$ cat src/vnu_state_pkg.sv
// states of the per-layer decoding schedule
package vnu_state_pkg;

	typedef enum logic [3:0] {
		INIT_LOAD       = 4'd0, // start of frame, ib-ram init loads
		CH_FETCH        = 4'd1, // channel message fetch
		MEM_FETCH       = 4'd2, // c2v memory read
		VNU_IB_RAM_PEND = 4'd3, // stall until vnu ib-rams are written
		VNU_PIPE        = 4'd4, // vnu pipeline running
		VNU_OUT         = 4'd5, // last vnu level
		BS_WB           = 4'd6, // barrel shift of v2c messages
		PAGE_ALIGN      = 4'd7,
		MEM_WB          = 4'd8, // v2c write back
		IDLE            = 4'd9  // gap before next layer
	} sched_state_t;

endpackage

$ cat src/vnu_timing_pkg.sv
// pipeline depths and widths of the layered schedule
package vnu_timing_pkg;

	////////////////////////////////////////
	// schedule constants
	////////////////////////////////////////
	localparam int VNU_FUNC_NUM      = 2; // vnu decomposition functions, one ib-ram each
	localparam int LAYER_NUM         = 3; // layers per decoding iteration
	localparam int MEM_RD_LEVEL      = 2; // memory fetch takes two cycles
	localparam int VNU_FUNC_CYCLE    = 3; // read window of one 2-lut function
	localparam int VNU_PIPE_LEVEL    = 6; // last level is shared with the output stage
	localparam int PERMUTATION_LEVEL = 2; // barrel shifter latency
	localparam int IDLE_GAP          = 4; // idle cycles closing a layer
	localparam int STAGE_W           = 3; // wide enough for the longest timed state

	////////////////////////////////////////
	// vector types
	////////////////////////////////////////
	// one bit per vnu function
	typedef logic [VNU_FUNC_NUM-1:0] vnu_mask_t;

	// one-hot layer pointer, bit 0 is the first layer
	typedef logic [LAYER_NUM-1:0] layer_onehot_t;

	// cycle index inside the current state
	typedef logic [STAGE_W-1:0] stage_t;

endpackage
$ cat src/decode_sched_fsm.sv
`timescale 1ns/100ps

// per-layer schedule: fetch, vnu pipe, shift, align, write back, idle
module decode_sched_fsm (
	input  logic                          read_clk,
	input  logic                          rstn,
	input  logic                          fsm_en_i,
	input  logic                          termination_i,
	input  vnu_timing_pkg::vnu_mask_t     vnu_pending_i, // vnu ib-ram loads still open
	output vnu_state_pkg::sched_state_t   state_o,
	output vnu_timing_pkg::stage_t        stage_o,
	output vnu_timing_pkg::layer_onehot_t layer_cnt_o,
	output logic                          last_layer_o,
	output logic                          layer_finish_o,
	output logic                          init_pulse_o,
	output logic                          vnu_update_pend_o
);

	vnu_state_pkg::sched_state_t   state_q;
	vnu_state_pkg::sched_state_t   state_d;
	vnu_timing_pkg::stage_t        stage_q;
	vnu_timing_pkg::layer_onehot_t layer_q;
	logic go;        // enabled and not terminated
	logic vnu_busy;  // any vnu ib-ram still being written
	logic timed;     // state with a stage count
	logic stage_end; // last cycle of the current state

	assign go       = fsm_en_i & ~termination_i;
	assign vnu_busy = |vnu_pending_i;

	////////////////////////////////////////
	// state length decode
	////////////////////////////////////////
	always_comb begin
		timed     = 1'b1;
		stage_end = 1'b1; // single-cycle states end at once
		case (state_q)
			vnu_state_pkg::MEM_FETCH: begin
				stage_end = (stage_q == vnu_timing_pkg::stage_t'(vnu_timing_pkg::MEM_RD_LEVEL - 1));
			end
			vnu_state_pkg::VNU_PIPE: begin
				// one level short, the last one runs in VNU_OUT
				stage_end = (stage_q == vnu_timing_pkg::stage_t'(vnu_timing_pkg::VNU_PIPE_LEVEL - 2));
			end
			vnu_state_pkg::BS_WB: begin
				stage_end = (stage_q ==
					vnu_timing_pkg::stage_t'(vnu_timing_pkg::PERMUTATION_LEVEL - 1));
			end
			vnu_state_pkg::IDLE: begin
				stage_end = (stage_q == vnu_timing_pkg::stage_t'(vnu_timing_pkg::IDLE_GAP - 1));
			end
			default: begin
				timed = 1'b0; // stall and one-cycle states keep stage at 0
			end
		endcase
	end

	////////////////////////////////////////
	// next state
	////////////////////////////////////////
	always_comb begin
		state_d = state_q;
		if (!go) begin
			state_d = vnu_state_pkg::INIT_LOAD; // restart the frame, ring kept
		end else begin
			case (state_q)
				vnu_state_pkg::INIT_LOAD:  state_d = vnu_state_pkg::CH_FETCH;
				vnu_state_pkg::CH_FETCH:   state_d = vnu_state_pkg::MEM_FETCH;
				vnu_state_pkg::MEM_FETCH: begin
					if (stage_end) begin
						state_d = vnu_busy ? vnu_state_pkg::VNU_IB_RAM_PEND
							: vnu_state_pkg::VNU_PIPE;
					end
				end
				vnu_state_pkg::VNU_IB_RAM_PEND: begin
					if (!vnu_busy) begin
						state_d = vnu_state_pkg::VNU_PIPE; // all vnu ib-rams written
					end
				end
				vnu_state_pkg::VNU_PIPE: begin
					if (stage_end) begin
						state_d = vnu_state_pkg::VNU_OUT;
					end
				end
				vnu_state_pkg::VNU_OUT:    state_d = vnu_state_pkg::BS_WB;
				vnu_state_pkg::BS_WB: begin
					if (stage_end) begin
						state_d = vnu_state_pkg::PAGE_ALIGN;
					end
				end
				vnu_state_pkg::PAGE_ALIGN: state_d = vnu_state_pkg::MEM_WB;
				vnu_state_pkg::MEM_WB:     state_d = vnu_state_pkg::IDLE;
				vnu_state_pkg::IDLE: begin
					if (stage_end) begin
						state_d = vnu_state_pkg::CH_FETCH; // next layer
					end
				end
				default:                   state_d = vnu_state_pkg::INIT_LOAD;
			endcase
		end
	end

	always_ff @(posedge read_clk or negedge rstn) begin
		if (!rstn) begin
			state_q <= vnu_state_pkg::INIT_LOAD;
			stage_q <= '0;
		end else begin
			state_q <= state_d;
			if (state_d == state_q && timed) begin
				stage_q <= stage_q + 1'b1;
			end else begin
				stage_q <= '0; // restart on every state change
			end
		end
	end

	////////////////////////////////////////
	// layer ring
	////////////////////////////////////////
	assign layer_finish_o = go && (state_q == vnu_state_pkg::IDLE) && stage_end;

	always_ff @(posedge read_clk or negedge rstn) begin
		if (!rstn) begin
			layer_q <= vnu_timing_pkg::layer_onehot_t'(1); // layer 0
		end else if (layer_finish_o) begin
			layer_q <= {layer_q[vnu_timing_pkg::LAYER_NUM-2:0],
				layer_q[vnu_timing_pkg::LAYER_NUM-1]};
		end
	end

	assign state_o      = state_q;
	assign stage_o      = stage_q;
	assign layer_cnt_o  = layer_q;
	assign last_layer_o = layer_q[vnu_timing_pkg::LAYER_NUM-1];
	assign init_pulse_o = go && (state_q == vnu_state_pkg::INIT_LOAD); // only on the way out
	assign vnu_update_pend_o = vnu_busy && ((state_q == vnu_state_pkg::MEM_FETCH) ||
		(state_q == vnu_state_pkg::VNU_IB_RAM_PEND));

	a_layer_onehot: assert property (
		@(posedge read_clk) disable iff (!rstn)
		$onehot(layer_q)
	) else $error("layer ring lost its one-hot pattern");

	// tracker flags must all be clear in the cycle the pipe is entered from
	a_pipe_after_loads: assert property (
		@(posedge read_clk) disable iff (!rstn)
		(state_q != vnu_state_pkg::VNU_PIPE) ##1 (state_q == vnu_state_pkg::VNU_PIPE)
			|-> ($past(vnu_pending_i) == '0)
	) else $error("vnu pipe entered with ib-ram load pending");

endmodule

$ cat src/ib_ram_load_tracker.sv
`timescale 1ns/100ps

// write request flag towards one external ib-ram writer
// init and pipe loads share the same flag, so one start input covers both
module ib_ram_load_tracker (
	input  logic read_clk,
	input  logic rstn,
	input  logic start_i,       // one-cycle load request
	input  logic iter_update_i, // writer done, acks the request
	output logic wr_o,
	output logic pending_o
);

	logic wr_q; // request outstanding

	////////////////////////////////////////
	// request flag
	////////////////////////////////////////
	always_ff @(posedge read_clk or negedge rstn) begin
		if (!rstn) begin
			wr_q <= 1'b0;
		end else if (wr_q) begin
			// a second start while busy is absorbed
			if (iter_update_i) begin
				wr_q <= 1'b0; // released on the ack cycle
			end
		end else if (start_i) begin
			wr_q <= 1'b1;
		end
	end

	assign wr_o      = wr_q;
	assign pending_o = wr_q; // fsm side sees the same level

	// a request only ever follows a start from the schedule
	a_wr_needs_start: assert property (
		@(posedge read_clk) disable iff (!rstn)
		$rose(wr_q) |-> $past(start_i)
	) else $error("ib-ram write request without a start pulse");

endmodule

$ cat src/pipe_strobe_gen.sv
`timescale 1ns/100ps

// memory, shifter and unit strobes decoded from schedule state and stage
module pipe_strobe_gen (
	input  logic                        read_clk,
	input  logic                        rstn,
	input  vnu_state_pkg::sched_state_t state_i,
	input  vnu_timing_pkg::stage_t      stage_i,
	input  logic                        last_layer_i,
	output vnu_timing_pkg::vnu_mask_t   vnu_rd_o,
	output logic                        dnu_rd_o,
	output logic                        v2c_src_o,
	output logic                        v2c_bs_en_o,
	output logic                        v2c_pa_en_o,
	output logic                        v2c_mem_we_o,
	output vnu_timing_pkg::vnu_mask_t   vnu_pipe_start_o,
	output logic                        dnu_pipe_start_o,
	output logic                        hard_decision_done_o
);

	logic                      in_pipe;      // vnu pipeline running
	vnu_timing_pkg::vnu_mask_t vnu_rd_last;  // last cycle of each read window
	vnu_timing_pkg::vnu_mask_t vnu_start_q;
	logic                      dnu_close_q;  // dnu window closed on the last layer

	assign in_pipe = (state_i == vnu_state_pkg::VNU_PIPE);

	////////////////////////////////////////
	// vnu read windows
	////////////////////////////////////////
	for (genvar j = 0; j < vnu_timing_pkg::VNU_FUNC_NUM; j++) begin : g_vnu_rd
		// function j reads its ib-ram for VNU_FUNC_CYCLE stages
		assign vnu_rd_o[j] = in_pipe &&
			(stage_i >= vnu_timing_pkg::stage_t'(j * vnu_timing_pkg::VNU_FUNC_CYCLE)) &&
			(stage_i < vnu_timing_pkg::stage_t'((j + 1) * vnu_timing_pkg::VNU_FUNC_CYCLE));

		// window ends on its own edge or when the pipe state runs out
		assign vnu_rd_last[j] = vnu_rd_o[j] && (
			(stage_i == vnu_timing_pkg::stage_t'((j + 1) * vnu_timing_pkg::VNU_FUNC_CYCLE - 1)) ||
			(stage_i == vnu_timing_pkg::stage_t'(vnu_timing_pkg::VNU_PIPE_LEVEL - 2)));

		// ib-ram is free for next iteration's content once read on the last layer
		always_ff @(posedge read_clk or negedge rstn) begin
			if (!rstn) begin
				vnu_start_q[j] <= 1'b0;
			end else begin
				vnu_start_q[j] <= vnu_rd_last[j] && last_layer_i;
			end
		end
	end

	////////////////////////////////////////
	// dnu and v2c path
	////////////////////////////////////////
	assign dnu_rd_o = (state_i == vnu_state_pkg::BS_WB) ||
		(state_i == vnu_state_pkg::PAGE_ALIGN); // decision nodes work from shift to align

	assign v2c_src_o = (state_i == vnu_state_pkg::MEM_FETCH) &&
		(stage_i == vnu_timing_pkg::stage_t'(vnu_timing_pkg::MEM_RD_LEVEL - 1));
	assign v2c_bs_en_o  = (state_i == vnu_state_pkg::BS_WB) && (stage_i == '0); // first shift cycle
	assign v2c_pa_en_o  = (state_i == vnu_state_pkg::PAGE_ALIGN);
	assign v2c_mem_we_o = (state_i == vnu_state_pkg::MEM_WB);

	// PAGE_ALIGN is the last dnu read cycle, flop lands in MEM_WB
	always_ff @(posedge read_clk or negedge rstn) begin
		if (!rstn) begin
			dnu_close_q <= 1'b0;
		end else begin
			dnu_close_q <= (state_i == vnu_state_pkg::PAGE_ALIGN) && last_layer_i;
		end
	end

	assign vnu_pipe_start_o = vnu_start_q;
	assign dnu_pipe_start_o = dnu_close_q;     // dnu ib-ram reload
	assign hard_decision_done_o = dnu_close_q; // decisions written with this MEM_WB

endmodule

$ cat src/vnu_control_unit.sv
`timescale 1ns/100ps

// schedule controller top: fsm, strobe decode and ib-ram load trackers
module vnu_control_unit (
	input  logic                          read_clk,
	input  logic                          rstn,
	input  logic                          fsm_en_i,
	input  logic                          termination_i,
	input  vnu_timing_pkg::vnu_mask_t     vn_iter_update_i, // acks from vnu ib-ram writers
	input  logic                          dn_iter_update_i,
	output vnu_timing_pkg::vnu_mask_t     vnu_wr_o,
	output logic                          dnu_wr_o,
	output logic                          vnu_update_pend_o,
	output vnu_timing_pkg::vnu_mask_t     vnu_rd_o,
	output logic                          dnu_rd_o,
	output logic                          v2c_src_o,
	output logic                          v2c_bs_en_o,
	output logic                          v2c_pa_en_o,
	output logic                          v2c_mem_we_o,
	output logic                          hard_decision_done_o,
	output vnu_state_pkg::sched_state_t   state_o,
	output vnu_timing_pkg::layer_onehot_t layer_cnt_o,
	output logic                          last_layer_o,
	output logic                          layer_finish_o
);

	vnu_timing_pkg::stage_t    stage;
	vnu_timing_pkg::vnu_mask_t vnu_pending;
	vnu_timing_pkg::vnu_mask_t vnu_pipe_start;
	logic                      dnu_pipe_start;
	logic                      init_pulse;

	decode_sched_fsm u_decode_sched_fsm (
		.read_clk          (read_clk),
		.rstn              (rstn),
		.fsm_en_i          (fsm_en_i),
		.termination_i     (termination_i),
		.vnu_pending_i     (vnu_pending),
		.state_o           (state_o),
		.stage_o           (stage),
		.layer_cnt_o       (layer_cnt_o),
		.last_layer_o      (last_layer_o),
		.layer_finish_o    (layer_finish_o),
		.init_pulse_o      (init_pulse),
		.vnu_update_pend_o (vnu_update_pend_o)
	);

	pipe_strobe_gen u_pipe_strobe_gen (
		.read_clk             (read_clk),
		.rstn                 (rstn),
		.state_i              (state_o),
		.stage_i              (stage),
		.last_layer_i         (last_layer_o),
		.vnu_rd_o             (vnu_rd_o),
		.dnu_rd_o             (dnu_rd_o),
		.v2c_src_o            (v2c_src_o),
		.v2c_bs_en_o          (v2c_bs_en_o),
		.v2c_pa_en_o          (v2c_pa_en_o),
		.v2c_mem_we_o         (v2c_mem_we_o),
		.vnu_pipe_start_o     (vnu_pipe_start),
		.dnu_pipe_start_o     (dnu_pipe_start),
		.hard_decision_done_o (hard_decision_done_o)
	);

	////////////////////////////////////////
	// ib-ram load trackers
	////////////////////////////////////////
	for (genvar i = 0; i < vnu_timing_pkg::VNU_FUNC_NUM; i++) begin : g_vnu_load
		ib_ram_load_tracker u_vnu_tracker (
			.read_clk      (read_clk),
			.rstn          (rstn),
			.start_i       (vnu_pipe_start[i] | init_pulse), // init or pipe load
			.iter_update_i (vn_iter_update_i[i]),
			.wr_o          (vnu_wr_o[i]),
			.pending_o     (vnu_pending[i]) // stalls the fsm
		);
	end

	// dnu load is reported only, the schedule never waits on it
	ib_ram_load_tracker u_dnu_tracker (
		.read_clk      (read_clk),
		.rstn          (rstn),
		.start_i       (dnu_pipe_start | init_pulse),
		.iter_update_i (dn_iter_update_i),
		.wr_o          (dnu_wr_o),
		.pending_o     ()
	);

endmodule

$ cat config.mk
export PLATFORM = sky130hd
export DESIGN_NAME = vnu_control_unit
export DESIGN_NICKNAME = d
export VERILOG_FILES = /design/src/vnu_state_pkg.sv /design/src/vnu_timing_pkg.sv /design/src/decode_sched_fsm.sv /design/src/ib_ram_load_tracker.sv /design/src/pipe_strobe_gen.sv /design/src/vnu_control_unit.sv
export SDC_FILE = /design/constraint.sdc
export NUM_CORES = 1
export LEC_CHECK = 0
export BUFFER_PORTS_ARGS = -buffer_cell sky130_fd_sc_hd__buf_2
export CAP_MARGIN = 20
export CORE_MARGIN = 5
export CORE_UTILIZATION = 35
export CTS_CLUSTER_SIZE = 8
export DETAILED_ROUTE_END_ITERATION = 10
export GPL_ROUTABILITY_DRIVEN = 0
export GPL_TIMING_DRIVEN = 1
export PLACE_DENSITY = 0.55
export SLEW_MARGIN = 10
export SYNTH_ARGS = -nofsm -noshare
export SYNTH_HDL_FRONTEND = slang
export SYNTH_SLANG_ARGS = --single-unit
$ cat constraint.sdc
create_clock -name read_clk -period 1.9 [get_ports read_clk]
set_input_delay 0.095 -clock read_clk [delete_from_list [all_inputs] [get_ports read_clk]]
set_output_delay 0.095 -clock read_clk [all_outputs]
set_load 0.005 [all_outputs]
# Word level (Yosys, flattened, before mapping)

Cells that the tools add are included.

Flip-flop bits (word level): 16
Bits of input ports: 7
Output and inout port bits: 21

$add $sub $neg: 1
$lt $le $gt $ge: 4
Eq/ne operators: 15
Muxes and demuxes: 20
Bitwise operators: 5
Reduce and logical (&&, ||, !) cells: 25

Operator list:

| operator            | count |
|---|---|
| $pmux 4 s10         | 1 |
| $mux 4              | 6 |
| $eq 4x3->1 const B  | 4 |
| $logic_and 1x1->1   | 16 |
| $mux 1              | 10 |
| $eq 4x2->1 const B  | 2 |
| $eq 4x4->1 const B  | 2 |
| $eq 3x2->1 const B  | 2 |
| $eq 3x3->1 const B  | 2 |
| $mux 3              | 2 |
| $eq 4x1->1 const B  | 1 |
| $eq 4x4->1          | 1 |
| $logic_not 4->1     | 1 |
| $logic_or 1x1->1    | 4 |
| $reduce_or 2->1     | 2 |
| $reduce_or 4->1     | 1 |
| $add 3x1->3 const B | 1 |
| $eq 3x1->1 const B  | 1 |
| $ge 3x1->1 const B  | 1 |
| $ge 3x2->1 const B  | 1 |
| $logic_not 3->1     | 1 |
| $lt 3x2->1 const B  | 1 |
| $lt 3x3->1 const B  | 1 |
| $or 1x1->1          | 3 |
| other kinds (3)     | 3 |

# Longest topological paths before layout

Word-level depth: 9
Mapped depth: 6
Mapped depth without buffers: 6

# Hierarchy

From an unflattened synthesis, not the netlist that was laid out.

Cells, all modules: 127
Area total of the unflattened synthesis: 1178.6 sq um

Modules (own cells, without submodules):

| module              | times used | cells each | area an instance (sq um) | seq. area each (sq um) |
|---|---|---|---|---|
| decode_sched_fsm    | 1          | 90         | 809.5                    | 251.5 |
| pipe_strobe_gen     | 1          | 22         | 211.5                    | 75.1 |
| ib_ram_load_tracker | 3          | 4          | 46.3                     | 25.0 |
| vnu_control_unit    | 1          | 3          | 18.8                     | 0.0 |

# Worst setup path after synthesis

No wires, ideal clock.

Path type: register to register
From: register u_decode_sched_fsm.stage_q[0] (netlist: u_decode_sched_fsm.stage_o[0])
To: register u_decode_sched_fsm.stage_q[0] (netlist: u_decode_sched_fsm.stage_o[0])
Setup time: 0.122 ns
Arrival time: 1.548 ns
Required time: 1.778 ns
Path slack: 0.230 ns
Stages on the path, launching flop included: 5
Period minus slack after synthesis: 1.670 ns
Path through: dfrtp_1 -> ha_1 -> ha_1 -> o41a_1 -> a2111oi_1

Word-level cells in the longest chain between the ends: 8
Elaborated cells on any way between the ends: 14

RTL lines:

| element                            | line                    | text |
|---|---|---|
| start: declaration                 | decode_sched_fsm.sv:21  | `vnu_timing_pkg::stage_t stage_q;` |
| start signal: assignment           | decode_sched_fsm.sv:110 | `stage_q <= stage_q + 1'b1;` |
| $eq 3x2->1 (tied with other cells) | decode_sched_fsm.sv:50  | `stage_end = (stage_q == vnu_timing_pkg::stage_t'(vnu_timing_pkg::IDLE_GAP - 1));` |
| $pmux 1 s3                         | decode_sched_fsm.sv:37  | `case (state_q)` |
| $mux 4, on equally long branches   | --                      |  |
| $pmux 4 s10                        | decode_sched_fsm.sv:66  | `case (state_q)` |
| $mux 4                             | decode_sched_fsm.sv:63  | `if (!go) begin` |
| $eq 4x4->1                         | decode_sched_fsm.sv:109 | `if (state_d == state_q && timed) begin` |
| $logic_and 1x1->1                  | decode_sched_fsm.sv:109 |  |
| $mux 3 (*)                         | decode_sched_fsm.sv:109 |  |

Every way passes the cells marked *; elsewhere a longest branch is shown, timed or not.
A chain may end at the register's enable or synchronous reset.

# Worst setup path after layout

From: register u_decode_sched_fsm.stage_q[1] (netlist: u_decode_sched_fsm.stage_o[1])
To: register u_decode_sched_fsm.stage_q[1] (netlist: u_decode_sched_fsm.stage_o[1])

Same word-level chain as after synthesis.

==> run_results.csv <==
group,metric,value,unit
power,power.leakage,0.582,nW
drt,wl,2.37,mm
floorplan,die_h,63.9,um
flow_run,cap_viol_max_count,0,
clock_tree,clockBufferDepth,2,
global_route,antenna_found_initial,0,
floorplan,die_area,4080,um^2
drt,dr.first_iter.drc_count,37,
global_route,overflow,0,
timing,hold_viol,0,
drt,drt-vias-per-instance,5.17,
clock_tree,cts.sinks,16,
setup_path,path_class,"reg -> reg",
min_path,min_path_type,"in -> reg",
cells_and_area,design_area,1250,um^2
drt,vias,869,
cells_and_area,layout.nets,150,
clock_tree,cts_tree,"built",
timing,worst_pin_slew,449,ps
logic_synthesis,syn_avg_cell_area,9.68,um^2
cells_and_area,drive_above_1_share,36.5,%
logic_synthesis,ys.warnings.count,0,
global_route,grt_pass1_wl,4.10,mm
power,power.density,743,nW/um^2
clock_tree,cts_setup_buffers,0,
logic_synthesis,ys_ff_latch,16,
power,finalPower,0.000927,W
cells_and_area,syn_to_final_growth,22.9,%
outcome,status,"complete, no violations",
floorplan,die_w,63.9,um
placed_design,preCtsSetupSlack,37.7,ps
timing,skew,9.44,ps
global_route,grt_max_degree,17,
logic_synthesis,synth_edf_count,0,
placed_design,hpwl,1.86,mm
logic_synthesis,ys_seq_area_share,39.5,%
global_route,grt_use_total,12.3,%
setup_path,critPathLaunchType,"register",
logic_synthesis,synth_nets,117,
logic_synthesis,synth.distinct_cells,37,
drt,avgRoutedWirePerCell,14.1,um
logic_synthesis,async_reset_ff_share,100,%
clock_tree,cts_buffers,3,
floorplan,start_util,36.8,%
floorplan,io_pins,28,
logic_synthesis,ys.flop_type,"dfrtp_1",
logic_synthesis,synthesis.instances,105,
setup_path,cp-end-kind,"register",
clock_tree,root_buffer,"clkbuf_4",
drt,firstDrtPassIters,4,
drt,drc,0,
cells_and_area,nFillCells,270,
timing,finalSetupViolCount,0,
timing,slew_violations,0,
floorplan,core_region_area,2760,um^2
floorplan,num_rows,19,
setup_path,path_max_fanout,7,
timing,worst_slack,104,ps
setup_path,required,2070,ps
placed_design,dpl_cell_area,1160,um^2
timing,timing.fmax,557,MHz
timing,finalCriticalPeriod,1800,ps
clock_tree,clock_latency,280,ps
setup_path,worstPathArrival,1960,ps
drt,drtAntennaViolNets,0,
cells_and_area,diodes,0,
global_route,first_global_vias,871,
clock_tree,clkTransAtPathRegs,100,ps
logic_synthesis,synthesis.area,1020,um^2
clock_tree,htreeDepth,1,
timing,fin_crit_sh,94.5,%
placed_design,portBuffers,27,
timing,slew_headroom,69.9,%
power,ir_drop,0.539,mV
[through the flow]
step           cells  utilization [%]  hold slack (ps)  TNS, ps
6_report         168             45.3              114        0
3_5_place_dp     160             42.2             32.4        0
3_3_place_gp     160             42.2             26.9        0
5_1_grt          168             45.3              131    -16.0
4_1_cts          168             44.6              110        0
2_1_floorplan    105                -             -201        0
[layout by cell type, fill, tap and decap left out, drive strengths merged, types with 2 or more instances in the layout]
| master | count |
|---|---|
| and2 | 3 |
| nand2b | 5 |
| nor3 | 7 |
| nand2 | 7 |
| inv | 6 |
| dfrtp | 15 |
| ha | 5 |
| nor2 | 14 |
| clkbuf | 4 |
| a2111oi | 3 |
| dlygate4sd3 | 4 |
| buf | 31 |
| mux2i | 2 |
| mux2 | 3 |
| a22oi | 3 |
| nor3b | 2 |
| a21oi | 4 |
| o21ai | 3 |
[cell usage after synthesis, types with 2 or more instances]
cell type	n	share of area, %
a2111oi_1	3	3.0
a21oi_1	4	2.0
a22oi_1	3	2.2
and2_1	3	1.8
buf_4	4	3.0
buf_6	2	2.2
dfrtp_1	15	37
ha_1	5	6.2
inv_1	6	2.2
mux2_2	3	3.3
mux2i_1	2	2.0
nand2_1	7	2.6
nand2b_1	5	3.1
nor2_1	14	5.2
nor3_1	6	3.0
o21ai_0	2	0.99
[timing repair]
item	CTS	global route
endpoints found under the setup margin	0	5
resized for setup	0	7
hold buffers	4	0
hold endpoints to repair	18	0
[kinds of logic (layout without fill, tap and decap cells)]
| family | Yosys count | in the layout | synth area share, % |
|---|---|---|---|
| buffers and inverters | 13 | 45 | 7.88 |
| and+or+nand+nor | 43 | 43 | 23.5 |
| AOI/OAI and AO/OA | 23 | 23 | 17.6 |
| adders and majority gates | 5 | 5 | 6.16 |
| DFF | 16 | 16 | 39.5 |
| muxes | 5 | 5 | 5.30 |
[area by class of cell]
type,instances,area (um^2),area share [%]
clock buffer,4,26.3,2.10
sequential,16,407,32.6
timing repair buffer,35,205,16.4
multi-input combinational,76,549,44.0
inverter,6,22.5,1.80
tap,31,38.8,3.11
[metal layers]
layer	part of all wire (%)	GRT usage (%)	vias up
met4	0	1.30	0
met5	0	0	-
met2	51	20.5	20
met3	6.8	4.55	0
met1	42	15.7	406
li1	-	-	443
[worst max-delay path, cell delays in order (launching register included)]
cell and delay, ps:
dfrtp_1 460, ha_1 210, ha_1 220, nand3b_1 190, a32o_2 300, a2111oi_2 310
[final timing paths]
check                                                        startpoint                                            end  slack, ps  depth (start not counted)
worst max-delay path            u_decode_sched_fsm.stage_o[1]$_DFF_PN0_        u_decode_sched_fsm.stage_o[1]$_DFF_PN0_        100                          5
worst min register to register        u_dnu_tracker.pending_o$_DFF_PN0_              u_dnu_tracker.pending_o$_DFF_PN0_        500                          1
worst min-delay path                                      termination_i        u_decode_sched_fsm.state_o[1]$_DFF_PN0_        110                          4
worst max register to register  u_decode_sched_fsm.stage_o[1]$_DFF_PN0_        u_decode_sched_fsm.stage_o[1]$_DFF_PN0_        100                          5
max in group asynchronous                                          rstn  u_decode_sched_fsm.layer_cnt_o[0]$_DFFE_PN1P_       1330                          2
min in group asynchronous                                          rstn        u_decode_sched_fsm.state_o[2]$_DFF_PN0_        250                          2
[sequential cells by signal (all words and copies together), names as in the netlist]
register                            flops
u_pipe_strobe_gen.dnu_pipe_start_o      1
u_dnu_tracker.pending_o                 1
u_decode_sched_fsm.layer_cnt_o          3
g_vnu_load.u_vnu_tracker.pending_o      2
u_pipe_strobe_gen.vnu_pipe_start_o      2
u_decode_sched_fsm.stage_o              3
u_decode_sched_fsm.state_o              4
[power breakdown]
| part | switching, W | total, W | internal, W |
|---|---|---|---|
| logic | 0.000161 | 0.000291 | 0.000131 |
| registers | 0.0000685 | 0.000451 | 0.000383 |
| clock network | 0.000103 | 0.000184 | 0.0000814 |
| total | 0.000332 | 0.000927 | 0.000595 |
No activity file was read; power rests on OpenSTA's default activity.
